==> src/rtl/vctr_pkg.sv <==
package vctr_pkg;

  // Vector length and element count width
  localparam int LEN_W = 10;

  typedef logic [LEN_W-1:0] len_t;

  // Element-wise operations, all modulo 2^DATA_WIDTH
  typedef enum logic [1:0] {
    OP_ADD = 2'd0,
    OP_SUB = 2'd1,
    OP_MAX = 2'd2,  // Unsigned compare
    OP_MIN = 2'd3   // Unsigned compare
  } vctr_op_t;

  // Job command, sampled while start is high in idle
  typedef struct packed {
    vctr_op_t op;
    len_t     length;
  } vctr_cmd_t;

  typedef enum logic [1:0] {
    ST_IDLE    = 2'd0,
    ST_COMPUTE = 2'd1,
    ST_DONE    = 2'd2
  } vctr_state_t;

endpackage

==> src/rtl/hsid_fifo.sv <==
`timescale 1ns/10ps

module hsid_fifo #(
  parameter int DATA_WIDTH   = 16,
  parameter int DEPTH        = 8,   // Power of two
  parameter int AF_THRESHOLD = 6
) (
  input  logic                  clk,
  input  logic                  rst_n,
  input  logic                  wr_en,
  input  logic                  rd_en,
  input  logic [DATA_WIDTH-1:0] data_in,
  output logic [DATA_WIDTH-1:0] data_out,
  output logic                  full,
  output logic                  almost_full,
  output logic                  empty
);

  localparam int AW = $clog2(DEPTH);
  localparam int CW = $clog2(DEPTH + 1);

  logic [DATA_WIDTH-1:0] mem [DEPTH];
  logic [AW-1:0]         wr_ptr;
  logic [AW-1:0]         rd_ptr;
  logic [CW-1:0]         count;
  logic                  do_wr;
  logic                  do_rd;

  assign do_wr = wr_en && !full;   // Overflowing writes are dropped
  assign do_rd = rd_en && !empty;

  // Storage array
  always_ff @(posedge clk) begin
    if (do_wr) begin
      mem[wr_ptr] <= data_in;
    end
  end

  always_ff @(posedge clk or negedge rst_n) begin
    if (!rst_n) begin
      wr_ptr <= '0;
      rd_ptr <= '0;
      count  <= '0;
    end else begin
      if (do_wr) begin
        wr_ptr <= wr_ptr + 1'b1;  // Wraps at DEPTH
      end
      if (do_rd) begin
        rd_ptr <= rd_ptr + 1'b1;
      end
      case ({do_wr, do_rd})
        2'b10:   count <= count + 1'b1;
        2'b01:   count <= count - 1'b1;
        default: count <= count;  // Idle or both at once
      endcase
    end
  end

  // Head word shows without a read strobe
  assign data_out    = mem[rd_ptr];
  assign full        = (count == CW'(DEPTH));
  assign empty       = (count == '0);
  assign almost_full = (count >= CW'(AF_THRESHOLD));

  // Producers must honor the flags
  a_no_wr_full : assert property (
    @(posedge clk) disable iff (!rst_n) !(wr_en && full)
  ) else $error("hsid_fifo write while full");

  a_no_rd_empty : assert property (
    @(posedge clk) disable iff (!rst_n) !(rd_en && empty)
  ) else $error("hsid_fifo read while empty");

endmodule

==> src/rtl/vctr_ctrl.sv <==
`timescale 1ns/10ps

module vctr_ctrl
  import vctr_pkg::*;
(
  input  logic      clk,
  input  logic      rst_n,
  input  logic      start,
  input  vctr_cmd_t cmd,
  input  logic      v1_empty,
  input  logic      v2_empty,
  input  logic      out_almost_full,
  input  logic      res_wr,
  input  logic      data_out_empty,
  output logic      issue,
  output vctr_op_t  op,
  output logic      state_ready,
  output logic      idle,
  output logic      done
);

  vctr_state_t state;
  vctr_state_t state_nxt;
  vctr_cmd_t   cmd_q;      // Latched job
  len_t        issued;     // Pairs sent to the pipeline
  logic [1:0]  in_flight;  // Issued but not yet written

  // Room in the output FIFO is checked against results still in flight
  assign issue = (state == ST_COMPUTE) && !v1_empty && !v2_empty &&
                 (issued < cmd_q.length) && !out_almost_full;

  always_comb begin
    state_nxt = state;
    case (state)
      ST_IDLE:    if (start) state_nxt = ST_COMPUTE;
      ST_COMPUTE: if (issued == cmd_q.length && in_flight == 2'd0) state_nxt = ST_DONE;
      ST_DONE:    if (data_out_empty) state_nxt = ST_IDLE;  // Wait for host drain
      default:    state_nxt = ST_IDLE;
    endcase
  end

  always_ff @(posedge clk or negedge rst_n) begin
    if (!rst_n) begin
      state     <= ST_IDLE;
      cmd_q     <= '0;
      issued    <= '0;
      in_flight <= 2'd0;
    end else begin
      state <= state_nxt;
      if (state == ST_IDLE && start) begin
        cmd_q  <= cmd;
        issued <= '0;
      end else if (issue) begin
        issued <= issued + 1'b1;
      end
      case ({issue, res_wr})
        2'b10:   in_flight <= in_flight + 1'b1;
        2'b01:   in_flight <= in_flight - 1'b1;
        default: in_flight <= in_flight;
      endcase
    end
  end

  assign op          = cmd_q.op;
  assign idle        = (state == ST_IDLE);
  assign state_ready = (state == ST_COMPUTE);
  assign done        = (state == ST_DONE);

  // Pipeline depth of the ALU bounds this
  a_in_flight_max : assert property (
    @(posedge clk) disable iff (!rst_n) in_flight <= 2'd2
  ) else $error("vctr_ctrl in-flight count above 2");

  a_issued_max : assert property (
    @(posedge clk) disable iff (!rst_n) issued <= cmd_q.length
  ) else $error("vctr_ctrl issued count above job length");

endmodule

==> src/rtl/vctr_alu.sv <==
`timescale 1ns/10ps

module vctr_alu
  import vctr_pkg::*;
#(
  parameter int DATA_WIDTH = 16
) (
  input  logic                  clk,
  input  logic                  rst_n,
  input  logic                  issue,
  input  vctr_op_t              op,
  input  logic [DATA_WIDTH-1:0] a,
  input  logic [DATA_WIDTH-1:0] b,
  output logic [DATA_WIDTH-1:0] res,
  output logic                  res_wr
);

  logic [DATA_WIDTH-1:0] a_q;
  logic [DATA_WIDTH-1:0] b_q;
  vctr_op_t              op_q;
  logic                  s1_valid;
  logic [DATA_WIDTH-1:0] res_nxt;

  // Stage 1 captures the FIFO heads on the pop edge
  always_ff @(posedge clk) begin
    if (issue) begin
      a_q  <= a;
      b_q  <= b;
      op_q <= op;
    end
  end

  always_comb begin
    case (op_q)
      OP_ADD:  res_nxt = a_q + b_q;
      OP_SUB:  res_nxt = a_q - b_q;   // Wraps on borrow
      OP_MAX:  res_nxt = (a_q > b_q) ? a_q : b_q;
      default: res_nxt = (a_q < b_q) ? a_q : b_q;
    endcase
  end

  // Stage 2 result register
  always_ff @(posedge clk) begin
    if (s1_valid) begin
      res <= res_nxt;
    end
  end

  always_ff @(posedge clk or negedge rst_n) begin
    if (!rst_n) begin
      s1_valid <= 1'b0;
      res_wr   <= 1'b0;
    end else begin
      s1_valid <= issue;
      res_wr   <= s1_valid;   // One-cycle write pulse
    end
  end

  a_wr_after_issue : assert property (
    @(posedge clk) disable iff (!rst_n) issue |-> ##2 res_wr
  ) else $error("vctr_alu missing res_wr two cycles after issue");

  a_no_spurious_wr : assert property (
    @(posedge clk) disable iff (!rst_n) !issue |-> ##2 !res_wr
  ) else $error("vctr_alu res_wr without issue two cycles before");

endmodule

==> src/rtl/vctr_fifo_strm.sv <==
`timescale 1ns/10ps

module vctr_fifo_strm
  import vctr_pkg::*;
#(
  parameter int DATA_WIDTH    = 16,
  parameter int BUFFER_LENGTH = 8   // Power of two, at least 4
) (
  input  logic                  clk,
  input  logic                  rst_n,
  input  logic                  data_in_v1_en,
  input  logic [DATA_WIDTH-1:0] data_in_v1,
  output logic                  data_in_v1_full,
  input  logic                  data_in_v2_en,
  input  logic [DATA_WIDTH-1:0] data_in_v2,
  output logic                  data_in_v2_full,
  input  logic                  data_out_en,
  output logic [DATA_WIDTH-1:0] data_out,
  output logic                  data_out_empty,
  input  vctr_cmd_t             cmd,
  input  logic                  start,
  output logic                  done,
  output logic                  idle,
  output logic                  ready
);

  logic [DATA_WIDTH-1:0] v1_head;
  logic [DATA_WIDTH-1:0] v2_head;
  logic [DATA_WIDTH-1:0] res;
  logic                  v1_empty;
  logic                  v2_empty;
  logic                  out_almost_full;
  logic                  issue;
  logic                  res_wr;
  vctr_op_t              op;

  // Host pushes only count while a job runs
  hsid_fifo #(
    .DATA_WIDTH  (DATA_WIDTH),
    .DEPTH       (BUFFER_LENGTH),
    .AF_THRESHOLD(BUFFER_LENGTH - 1)
  ) vctr_in_1 (
    .clk        (clk),
    .rst_n      (rst_n),
    .wr_en      (data_in_v1_en && ready && !data_in_v1_full),
    .rd_en      (issue),
    .data_in    (data_in_v1),
    .data_out   (v1_head),
    .full       (data_in_v1_full),
    .almost_full(),
    .empty      (v1_empty)
  );

  hsid_fifo #(
    .DATA_WIDTH  (DATA_WIDTH),
    .DEPTH       (BUFFER_LENGTH),
    .AF_THRESHOLD(BUFFER_LENGTH - 1)
  ) vctr_in_2 (
    .clk        (clk),
    .rst_n      (rst_n),
    .wr_en      (data_in_v2_en && ready && !data_in_v2_full),
    .rd_en      (issue),
    .data_in    (data_in_v2),
    .data_out   (v2_head),
    .full       (data_in_v2_full),
    .almost_full(),
    .empty      (v2_empty)
  );

  // Two slots kept free for results already in the pipeline
  hsid_fifo #(
    .DATA_WIDTH  (DATA_WIDTH),
    .DEPTH       (BUFFER_LENGTH),
    .AF_THRESHOLD(BUFFER_LENGTH - 2)
  ) vctr_out (
    .clk        (clk),
    .rst_n      (rst_n),
    .wr_en      (res_wr),
    .rd_en      (data_out_en && !data_out_empty),
    .data_in    (res),
    .data_out   (data_out),
    .full       (),
    .almost_full(out_almost_full),
    .empty      (data_out_empty)
  );

  vctr_ctrl i_ctrl (
    .clk            (clk),
    .rst_n          (rst_n),
    .start          (start),
    .cmd            (cmd),
    .v1_empty       (v1_empty),
    .v2_empty       (v2_empty),
    .out_almost_full(out_almost_full),
    .res_wr         (res_wr),
    .data_out_empty (data_out_empty),
    .issue          (issue),
    .op             (op),
    .state_ready    (ready),
    .idle           (idle),
    .done           (done)
  );

  vctr_alu #(
    .DATA_WIDTH(DATA_WIDTH)
  ) i_alu (
    .clk   (clk),
    .rst_n (rst_n),
    .issue (issue),
    .op    (op),
    .a     (v1_head),
    .b     (v2_head),
    .res   (res),
    .res_wr(res_wr)
  );

endmodule

==> config.mk <==
export PLATFORM = sky130hd
export DESIGN_NAME = vctr_fifo_strm
export DESIGN_NICKNAME = d
export VERILOG_FILES = /design/src/rtl/vctr_pkg.sv /design/src/rtl/hsid_fifo.sv /design/src/rtl/vctr_ctrl.sv /design/src/rtl/vctr_alu.sv /design/src/rtl/vctr_fifo_strm.sv
export SDC_FILE = /design/constraint.sdc
export NUM_CORES = 1
export LEC_CHECK = 0
export ABC_CLOCK_PERIOD_IN_PS = 4050
export BUFFER_PORTS_ARGS = -buffer_cell sky130_fd_sc_hd__buf_2
export CAP_MARGIN = 25
export CORE_ASPECT_RATIO = 0.6
export CORE_MARGIN = 8
export CORE_UTILIZATION = 45
export CTS_CLUSTER_DIAMETER = 50
export DETAILED_ROUTE_END_ITERATION = 6
export MAX_ROUTING_LAYER = met4
export PLACE_DENSITY = 0.58
export REMOVE_ABC_BUFFERS = 1
export SKIP_CTS_REPAIR_TIMING = 1
export SLEW_MARGIN = 20
export SYNTH_ARGS = -nofsm -noshare
export SYNTH_HDL_FRONTEND = slang
export SYNTH_SLANG_ARGS = --single-unit
==> constraint.sdc <==
create_clock -name clk -period 4.05 [get_ports clk]
set_input_delay 0.2025 -clock clk [delete_from_list [all_inputs] [get_ports clk]]
set_output_delay 0.2025 -clock clk [all_outputs]
set_load 0.02 [all_outputs]
Yosys cells after proc, flatten, opt, wreduce, memory -nomap -nowiden
Memory sizes are Yosys's and may differ from the RTL's. A register that Yosys moved wholly into a read port is not among the register bits. Cells that the tools add are included.

Bits in writable memories: 384. Input bits: 50. Memories kept: 3. Output and inout bits: 22. Bits in registers: 76. Logic and storage cells: 116.

$add $sub $neg: 17. Mux-type cells: 19. Equal/unequal tests: 19. Reductions and logical operators: 36. $lt $le $gt $ge: 4.

Memories: vctr_in_1.mem (depth 8, bits a word 16, rd ports 1, clocked after Yosys merged registers in 1, write ports 1, line hsid_fifo.sv:22) `logic [DATA_WIDTH-1:0] mem [DEPTH];`; vctr_in_2.mem (depth 8, bits a word 16, rd ports 1, clocked after Yosys merged registers in 1, write ports 1, line hsid_fifo.sv:22); vctr_out.mem (depth 8, bits a word 16, rd ports 1, clocked after Yosys merged registers in 0, write ports 1, line hsid_fifo.sv:22).

Operator list (number): 16-bit one-hot mux with 3 select lines (1); 16-bit 2-to-1 mux (2); 4-bit one-hot mux with 2 select lines (3); 10-bit 2-to-1 mux (2); 3-bit by 1-bit adder with 3-bit output (second input constant) (6); 1-bit logical AND (17); 16-bit adder (1); 16-bit > comparator (1); 16-bit less-than comparator (1); 16-bit subtractor (1); 4-bit by 1-bit adder with 4-bit output (second input constant) (3); 2-bit by 1-bit == test with 1-bit output (second input constant) (6); 2-bit == test (second input constant) (6); 4-bit == test (second input constant) (3); 4-bit logical NOT (3); 4-bit by 1-bit subtractor with 4-bit output (second input constant) (3); 10-bit by 1-bit adder with 10-bit output (second input constant) (1); 10-bit == test (1); 10-bit less-than comparator (1); 2-bit nonzero test (5); 1-bit logical NOT (7); 2-bit logical NOT (3); 1-bit 2-to-1 mux (6); 2-bit 2-to-1 mux (3); other kinds (8) (9).

Longest topological paths before layout
Gate-level depths: netlist of run 1.

Word-level depth: 9. Mapped depth: 14. Mapped depth without buffers: 14.

Modules after synthesis
Synthesis of run 1 repeated with hierarchy kept, for this count alone.

Cell total of the unflattened synthesis: 1301. Area total of the unflattened synthesis: 21912.3 µm².

By module, submodules not included: hsid_fifo (vctr_in_2) (times used 1, sequential area each 4093.9 µm², area each 5581.6 µm², cells each 255); hsid_fifo (vctr_in_1) (times used 1, sequential area each 4093.9 µm², area each 5580.4 µm², cells each 255); hsid_fifo (vctr_out) (times used 1, sequential area each 4093.9 µm², area each 5564.1 µm², cells each 254); vctr_alu (times used 1, sequential area each 1551.5 µm², area each 3702.3 µm², cells each 376); vctr_ctrl (times used 1, sequential area each 650.6 µm², area each 1460.2 µm², cells each 158); vctr_fifo_strm (times used 1, sequential area each 0.0 µm², area each 23.8 µm², cells each 3).

Worst setup path after synthesis of run 1
OpenSTA, ideal clock, no wires.

Path type: register -> register. Start: register i_ctrl.state[1]. End: memory vctr_in_1.mem[2][0], enable pin. Required time: 3614 ps. Period minus slack after synthesis: 3494 ps. Buffers on the path: 0. Path slack: 556 ps. Cell stages (with the launch flop): 5. Setup time: 436 ps. Data arrival time: 3058 ps. Cell sequence: dfrtp_1 -> nor2b_1 -> and3_1 -> inv_1 -> nor4b_1.

Word-level cells in the longest chain between the ends: 6.

Ends and longest elaborated chain: from (decl) (line vctr_ctrl.sv:22) `vctr_state_t state;`; from (signal assigned) (line vctr_ctrl.sv:49) `state <= state_nxt;`; 2-bit by 1-bit == test with 1-bit output (line vctr_ctrl.sv:66) `assign state_ready = (state == ST_COMPUTE);`; via ready (line vctr_fifo_strm.sv:24) `output logic ready`; 1-bit logical AND (2 in a row) (line vctr_fifo_strm.sv:45) `.wr_en (data_in_v1_en && ready && !data_in_v1_full),`; 1-bit logical AND (line hsid_fifo.sv:29) `assign do_wr = wr_en && !full;`; 1-bit 2-to-1 mux (line hsid_fifo.sv:34) `if (do_wr) begin`; 1-bit 2-to-1 mux (not written as such) (line hsid_fifo.sv:35) `mem[wr_ptr] <= data_in;`; to (decl) (line hsid_fifo.sv:22).

The timed path passes the listed nets, and every way through them passes these cells.

Worst setup path in the final report of run 1
Start: register i_alu.b_q[0], read port of vctr_in_2.mem. End: register i_alu.res[15], data pin.

Word-level cells in the longest chain between the ends: 3. Elaborated cells between the ends (all ways): 7. Those cells by class: 2 x add/sub; 2 x order compare; 3 x mux.

Ends and longest elaborated chain: from (decl) (line vctr_alu.sv:19) `logic [DATA_WIDTH-1:0] b_q;`; 16-bit less-than comparator / 16-bit > comparator (equally long branches) (line vctr_alu.sv:38, vctr_alu.sv:37); 16-bit 2-to-1 mux (on tied branches) (line vctr_alu.sv:38, vctr_alu.sv:37); 16-bit one-hot mux with 3 select lines * (line vctr_alu.sv:34) `case (op_q)`; via i_alu.res_nxt[15] (line vctr_alu.sv:22) `logic [DATA_WIDTH-1:0] res_nxt;`; to (signal assigned) (line vctr_alu.sv:45) `res <= res_nxt;`; to (decl) (line vctr_alu.sv:14) `output logic [DATA_WIDTH-1:0] res,`.

Mark *: on every way through the listed nets, which the timed path passes. The rest lies on a longest branch. A chain may end at the register's enable or synchronous reset.

==> impl_metrics.yaml, run 1 <==
sta:
  hold_slack_ns: 0.0475
  min_period_ns: 3.27
  grt_setup_unrepaired: "no"
  slew_viol_final: 0
  fin_crit_sh_pct: 80.8
  tns_ns: 0
  setup-violations-final: 0
  fmax_ghz: 0.306
  slew_headroom_pct: 32.1
  worst_pin_slew_ns: 1.02
  hold_viol: 0
  skew_ns: 0.0114
logic_synthesis:
  yosysMostFrequentCell: "edfxtp_1"
  synthesis.area_um2: 20900
  ys_seq_area_share_pct: 69.2
  yosys-top-cells-area: "edfxtp_1 (62%), mux4_2 (10%), dfrtp_1 (6.9%), ha_1 (3.5%), mux2_2 (2.9%)"
  synth_warnings: 0
  ys_seq_elements: 492
  synth_common_cells: "edfxtp_1 (434), mux4_2 (97), nand2_1 (77)"
  synth_top_area_share_pct: 62.3
  synth_edf_count: 434
  avgSynthCellArea_um2: 17.3
  synth_cell_types: 58
  async_flop_share_pct: 11.8
  ys.flop_type: "edfxtp_1"
  syn_inst: 1207
  synth_top_area_cell: "edfxtp_1"
detailed_routing:
  detail-route-antenna-nets: 0
  avgViaCountPerCell: 5.35
  wl_um: 43200
  vias: 10900
  drt-pass1-iter-count: 7
  drt-initial-drc-count: 781
  routedWlPerCell_um: 21.2
  drc: 0
final_layout:
  final_core_util_pct: 52.4
  area_delta_synth_final_pct: 15.5
  nets: 1476
  drive_above_1_share_pct: 25.7
critical_path:
  cp_data_required_time_ns: 4.35
  crit_family: "compound AO/OA/AOI/OAI gates"
  criticalPathCategory: "reg -> reg"
  cp-end-kind: "register"
  crit_path_top_delay_cell: "edfxtp_1"
  crit_buf_inv: 2
  start_kind: "register"
  critical_path_arrival_ns: 3.57
  crit_path_cell_trace: "ha_1, inv_1, fa_1, a211oi_1, o21ai_1, nand4_2, a31oi_4, o31ai_2, mux2i_4, buf_4, mux2i_1, mux2i_1"
  worstPathMaxFanout: 11
  slowest_delay_ns: 0.42
  crit_path_frequent_cell: "mux2i_1"
clock_tree:
  clock_path_buffers: 3
  cts_buffers: 47
  clk_pin_slew_worst_paths_ns: 0.07
  cts_tree: "built"
  root_buffer: "clkbuf_16"
  clkLatencyLatePin_ns: 0.56
  htree_levels: 2
  cts_num_sinks: 492
global_route:
  grt_usage_pct: 16.6
  antenna_found_initial: 5
  grt_max_degree: 50
  grt_pass1_wl_um: 67000
  grt_pass1_vias: 11100
  grt_overflow: 0
pwr:
  power_density_nw_per_um2: 514
  p_leak_nw: 8.57
  p_total_w: 0.0124
  ir_drop_uv: 311
run_status:
  status: "finished, final reports clean"
floorplanning:
  start_util_pct: 45.4
  fp-row-count: 61
  die_h_um: 183
  io_pins: 72
  fp.dieArea_um2: 53900
  die_w_um: 294
  core_um2: 46100
job:
  cap_violations: 0
placement:
  gp_congestion: 0.924
  port_buffers: 71
  hpwl_um: 27400
worst_hold_path:
  hold_path_class: "in -> reg"
-- final timing paths --
| kind | startpoint | slack [ns] | end | cells after the start |
|---|---|---|---|---|
| max in group asynchronous | rst_n | 2.95 | vctr_out.rd_ptr[0] | 3 |
| min reg2reg | i_ctrl.in_flight[1] | 0.46 | i_ctrl.in_flight[1] | 1 |
| min in group asynchronous | rst_n | 0.07 | i_ctrl.cmd_q[2] | 2 |
| min | start | 0.05 | i_ctrl.state[0] | 3 |
| max reg2reg | i_alu.b_q[0] | 0.78 | i_alu.res[15] | 12 |
| max | i_alu.b_q[0] | 0.78 | i_alu.res[15] | 12 |
-- cells by family after synthesis --
kind of cell,share of synthesized area (%)
flops,69.2
simple gates,4.55
mux,14.4
compound gates,3.88
buf+inv,2.00
fa+ha+maj,3.95
xor+xnor,1.97
-- cells in the final DEF (no fill, tap or decap), types with 10 or more instances in the layout --
cell,count
buf_4,39
xor2_1,20
inv_1,55
mux2_2,53
buf_2,71
clkbuf_16,49
a21o_1,12
dlygate4sd3_1,45
clkbuf_1,11
a21oi_1,35
nor2_1,46
mux4_2,97
xnor2_1,27
ha_1,58
o21ai_0,32
nor3_1,10
mux2i_1,21
dfrtp_1,53
edfxtp_1,434
nand2_1,77
clkinv_2,11
-- cell type report --
type / instances / area (um2)
Antenna cell: 2 / 5.00
Clock buffer: 64 / 1320
Clock inverter: 23 / 124
Fill cell: 3761 / 21900
Inverter: 57 / 214
Multi-Input combinational cell: 609 / 6100
Sequential cell: 492 / 14500
Tap cell: 630 / 788
Timing Repair Buffer: 156 / 1110
-- worst register-to-register path, delay by kind of cell, from the launching register on --
family,cells,cell delay (ns)
compound gates,4,0.79
simple gates,1,0.19
mux,3,0.72
buf+inv,2,0.41
fa+ha+maj,2,0.48
flops,1,0.42
-- registers in the layout (all words and copies together) (netlist names), 10 cells and up --
register       flops
vctr_in_1.mem    128
vctr_in_2.mem    128
vctr_out.mem     128
i_alu.a_q         16
i_alu.b_q         16
i_alu.res         16
i_ctrl.cmd_q      10
i_ctrl.issued     10
-- where the power goes --
group	switching [W]	leakage, nW	internal (W)	total, W
logic	0.00101	3.27	0.000906	0.00192
registers	0.000343	4.58	0.00601	0.00635
clock network	0.00185	0.717	0.00230	0.00414
total	0.00320	8.57	0.00921	0.0124
-- per-layer routing --
| metal | vias up | global-route usage, % | share of wire [%] |
|---|---|---|---|
| met5 | - | - | 0 |
| met4 | 0 | 2.98 | 1.3 |
| met2 | 237 | 24.0 | 44 |
| met1 | 5565 | 24.4 | 50 |
| met3 | 60 | 3.62 | 5.2 |
| li1 | 5009 | - | - |
-- through the flow --
| stage | cell area (um2) | setup slack, ns | cells |
|---|---|---|---|
| finish | 24200 | 0.779 | 2033 |
| global route | 24200 | 0.570 | 2033 |
| CTS | 23700 | 0.775 | 1985 |
| detailed placement | 22200 | 0.815 | 1898 |
| global placement | 22200 | 0.847 | 1898 |
| floorplan | 20700 | 0.556 | 1158 |
Note: power is estimated with default switching activity, not from simulation.
==> run 2, diff against run 1 <==
--- a/config.mk
+++ b/config.mk
@@ -5,7 +5,7 @@
 export SDC_FILE = /design/constraint.sdc
 export NUM_CORES = 1
 export LEC_CHECK = 0
-export ABC_CLOCK_PERIOD_IN_PS = 4050
+export ABC_CLOCK_PERIOD_IN_PS = 2900
 export BUFFER_PORTS_ARGS = -buffer_cell sky130_fd_sc_hd__buf_2
 export CAP_MARGIN = 25
 export CORE_ASPECT_RATIO = 0.6
@@ -14,7 +14,7 @@
 export CTS_CLUSTER_DIAMETER = 50
 export DETAILED_ROUTE_END_ITERATION = 6
 export MAX_ROUTING_LAYER = met4
-export PLACE_DENSITY = 0.58
+export PLACE_DENSITY = 0.6
 export REMOVE_ABC_BUFFERS = 1
 export SKIP_CTS_REPAIR_TIMING = 1
 export SLEW_MARGIN = 20
==> constraint.sdc (replaced) <==
create_clock -name clk -period 2.9 [get_ports clk]
set_input_delay 0.145 -clock clk [delete_from_list [all_inputs] [get_ports clk]]
set_output_delay 0.145 -clock clk [all_outputs]
set_load 0.02 [all_outputs]
==> run 2 against run 1 <==
The run now ends with hold timing left. Power up 45%. Worst setup slack worse by 0.77 ns. Largest cell class unchanged. Clock-buffer cell count shrank 8. Critical endpoint is now i_alu.res[12]. Fmax up 13%. Largest power group unchanged. Clock skew rose by 0.0024 ns. Highest routed layer unchanged. Via count grew 2.1%. Register-to-register slack got worse by 0.77 ns.
==> impl_metrics.yaml, run 2 (synthesized netlist as in run 1, its figures left out) <==
run_status:
  status: "finished with violations"
  failed_checks: "hold timing"
final_layout:
  final_cell_mix: "edfxtp_1 (434), mux4_2 (97), buf_4 (80)"
  final_common_cell: "edfxtp_1"
  fillers: 3695
  drive_above_1_share_pct: 30.3
  top_regs: "vctr_in_1.mem x128, vctr_in_2.mem x128, vctr_out.mem x128"
  nets: 1526
  area_delta_synth_final_pct: 19.4
  multi_input_area_um2: 6300
  final_core_util_pct: 54.2
  final-seq-area_um2: 14500
pwr:
  ir_drop_uv: 452
  switching_share_pct: 25.5
  intPower_w: 0.0134
  seqPwrFrac_pct: 48.5
  power_density_nw_per_um2: 722
  p_switching_w: 0.00460
  share_comb_of_total_power_pct: 16.0
  pwr-share-clk_pct: 35.5
  p_total_w: 0.0180
  p_leak_nw: 8.94
floorplanning:
  start_util_pct: 45.4
  core_um2: 46100
  die_w_um: 294
  fp.dieArea_um2: 53900
  fp-row-count: 61
  io_pins: 72
  die_h_um: 183
detailed_routing:
  drt-pass1-iter-count: 5
  drc: 0
  wl_um: 43800
  drt-initial-drc-count: 957
  avgViaCountPerCell: 5.33
  vias: 11100
  routedWlPerCell_um: 21.0
  detail-route-antenna-nets: 0
sta:
  hold_slack_ns: -0.00402
  setup-violations-final: 0
  worst_slack_ns: 0.00540
  fin_crit_sh_pct: 99.8
  worst_pin_slew_ns: 0.965
  slew_viol_final: 0
  hold_viol: 1
  grt_setup_unrepaired: "yes"
  min_period_ns: 2.89
  fmax_ghz: 0.345
  skew_ns: 0.0139
  slew_headroom_pct: 35.7
critical_path:
  critPathLaunch: "i_alu.a_q[0]"
  cp_data_required_time_ns: 3.20
  start_kind: "register"
  cp-end-kind: "register"
  critical_path_arrival_ns: 3.19
  worstPathMaxFanout: 3
  timing.rr.start: "i_alu.a_q[0]"
  criticalPathCategory: "reg -> reg"
placement:
  dp_worst_setup_slack_ns: -0.0390
  gp_congestion: 0.900
  hpwl_um: 27200
  port_buffers: 71
global_route:
  grt_pass1_vias: 10800
  grt_pass1_wl_um: 66300
  top_usage_layer: "met1"
  grt.met1_usage_pct: 24.4
  grt_usage_pct: 16.4
  met2_usage_pct: 23.8
  antenna_found_initial: 4
  grtUsageMet3_pct: 3.31
  grt_overflow: 0
  grt_max_degree: 42
clock_tree:
  clock_path_buffers: 3
  htree_levels: 2
  clk_pin_slew_worst_paths_ns: 0.06
  root_buffer: "clkbuf_16"
  cts_buffers: 49
  clkLatencyLatePin_ns: 0.56
  cts_num_sinks: 492
  cts_tree: "built"
worst_hold_path:
  hold_path_class: "in -> reg"
  min_from: "start"
job:
  cap_violations: 0
==> run 2: per-stage QoR <==
step	setup TNS, ns	area (um2)	hold slack (ns)	std cells
final	0	25000	-0.00402	2082
after global routing	-0.148	25000	0.0315	2082
after CTS	-0.177	24200	-0.350	2023
after detailed placement	-0.134	22600	0.250	1934
after global placement	-0.0160	22600	0.258	1934
after floorplan	-35.08	20700	-0.151	1158
==> run 2: layout make-up <==
| class | instances | share of cell area (%) |
|---|---|---|
| Multi-Input combinational cell | 609 | 25.2 |
| Clock buffer | 56 | 5.10 |
| Sequential cell | 492 | 58.0 |
| Inverter | 57 | 0.857 |
| Antenna cell | 1 | 0.0100 |
| Timing Repair Buffer | 204 | 6.22 |
| Tap cell | 630 | 3.16 |
| Clock inverter | 33 | 1.40 |
==> run 2: power groups by stage <==
stage | clock network, W | registers, W | logic, W
global placement | 0 | 0.00886 | 0.00284
finish | 0.00640 | 0.00874 | 0.00288
floorplan | 0 | 0.00896 | 0.00172
CTS | 0.00655 | 0.00874 | 0.00289
global route | 0.00683 | 0.00881 | 0.00316
detailed placement | 0 | 0.00888 | 0.00289
==> run 2: worst paths after layout <==
kind	cells after the start	slack [ns]	endpoint
min reg2reg	1	0.48	i_ctrl.in_flight[1]
min in group asynchronous	3	0.19	vctr_in_1.wr_ptr[1]
max	11	0.005	i_alu.res[12]
min	3	-0.004	i_ctrl.state[0]
max reg2reg	11	0.005	i_alu.res[12]
max in group asynchronous	3	2.31	vctr_in_1.rd_ptr[0]
==> run 2: layer usage <==
metal	share of wire, %	wire, um
met4	1.2	514
met1	49	21400
met3	5.1	2220
met2	45	19600
met5	0	0
==> run 2: critical path: stages, from the launching register on <==
cell	delay, ns
edfxtp_1	0.46
ha_4	0.21
fa_2	0.41
nand2b_1	0.12
a211oi_2	0.07
buf_4	0.15
o31ai_4	0.25
o31a_1	0.28
nor2_2	0.06
o41ai_2	0.38
xnor2_1	0.16
mux2i_1	0.09
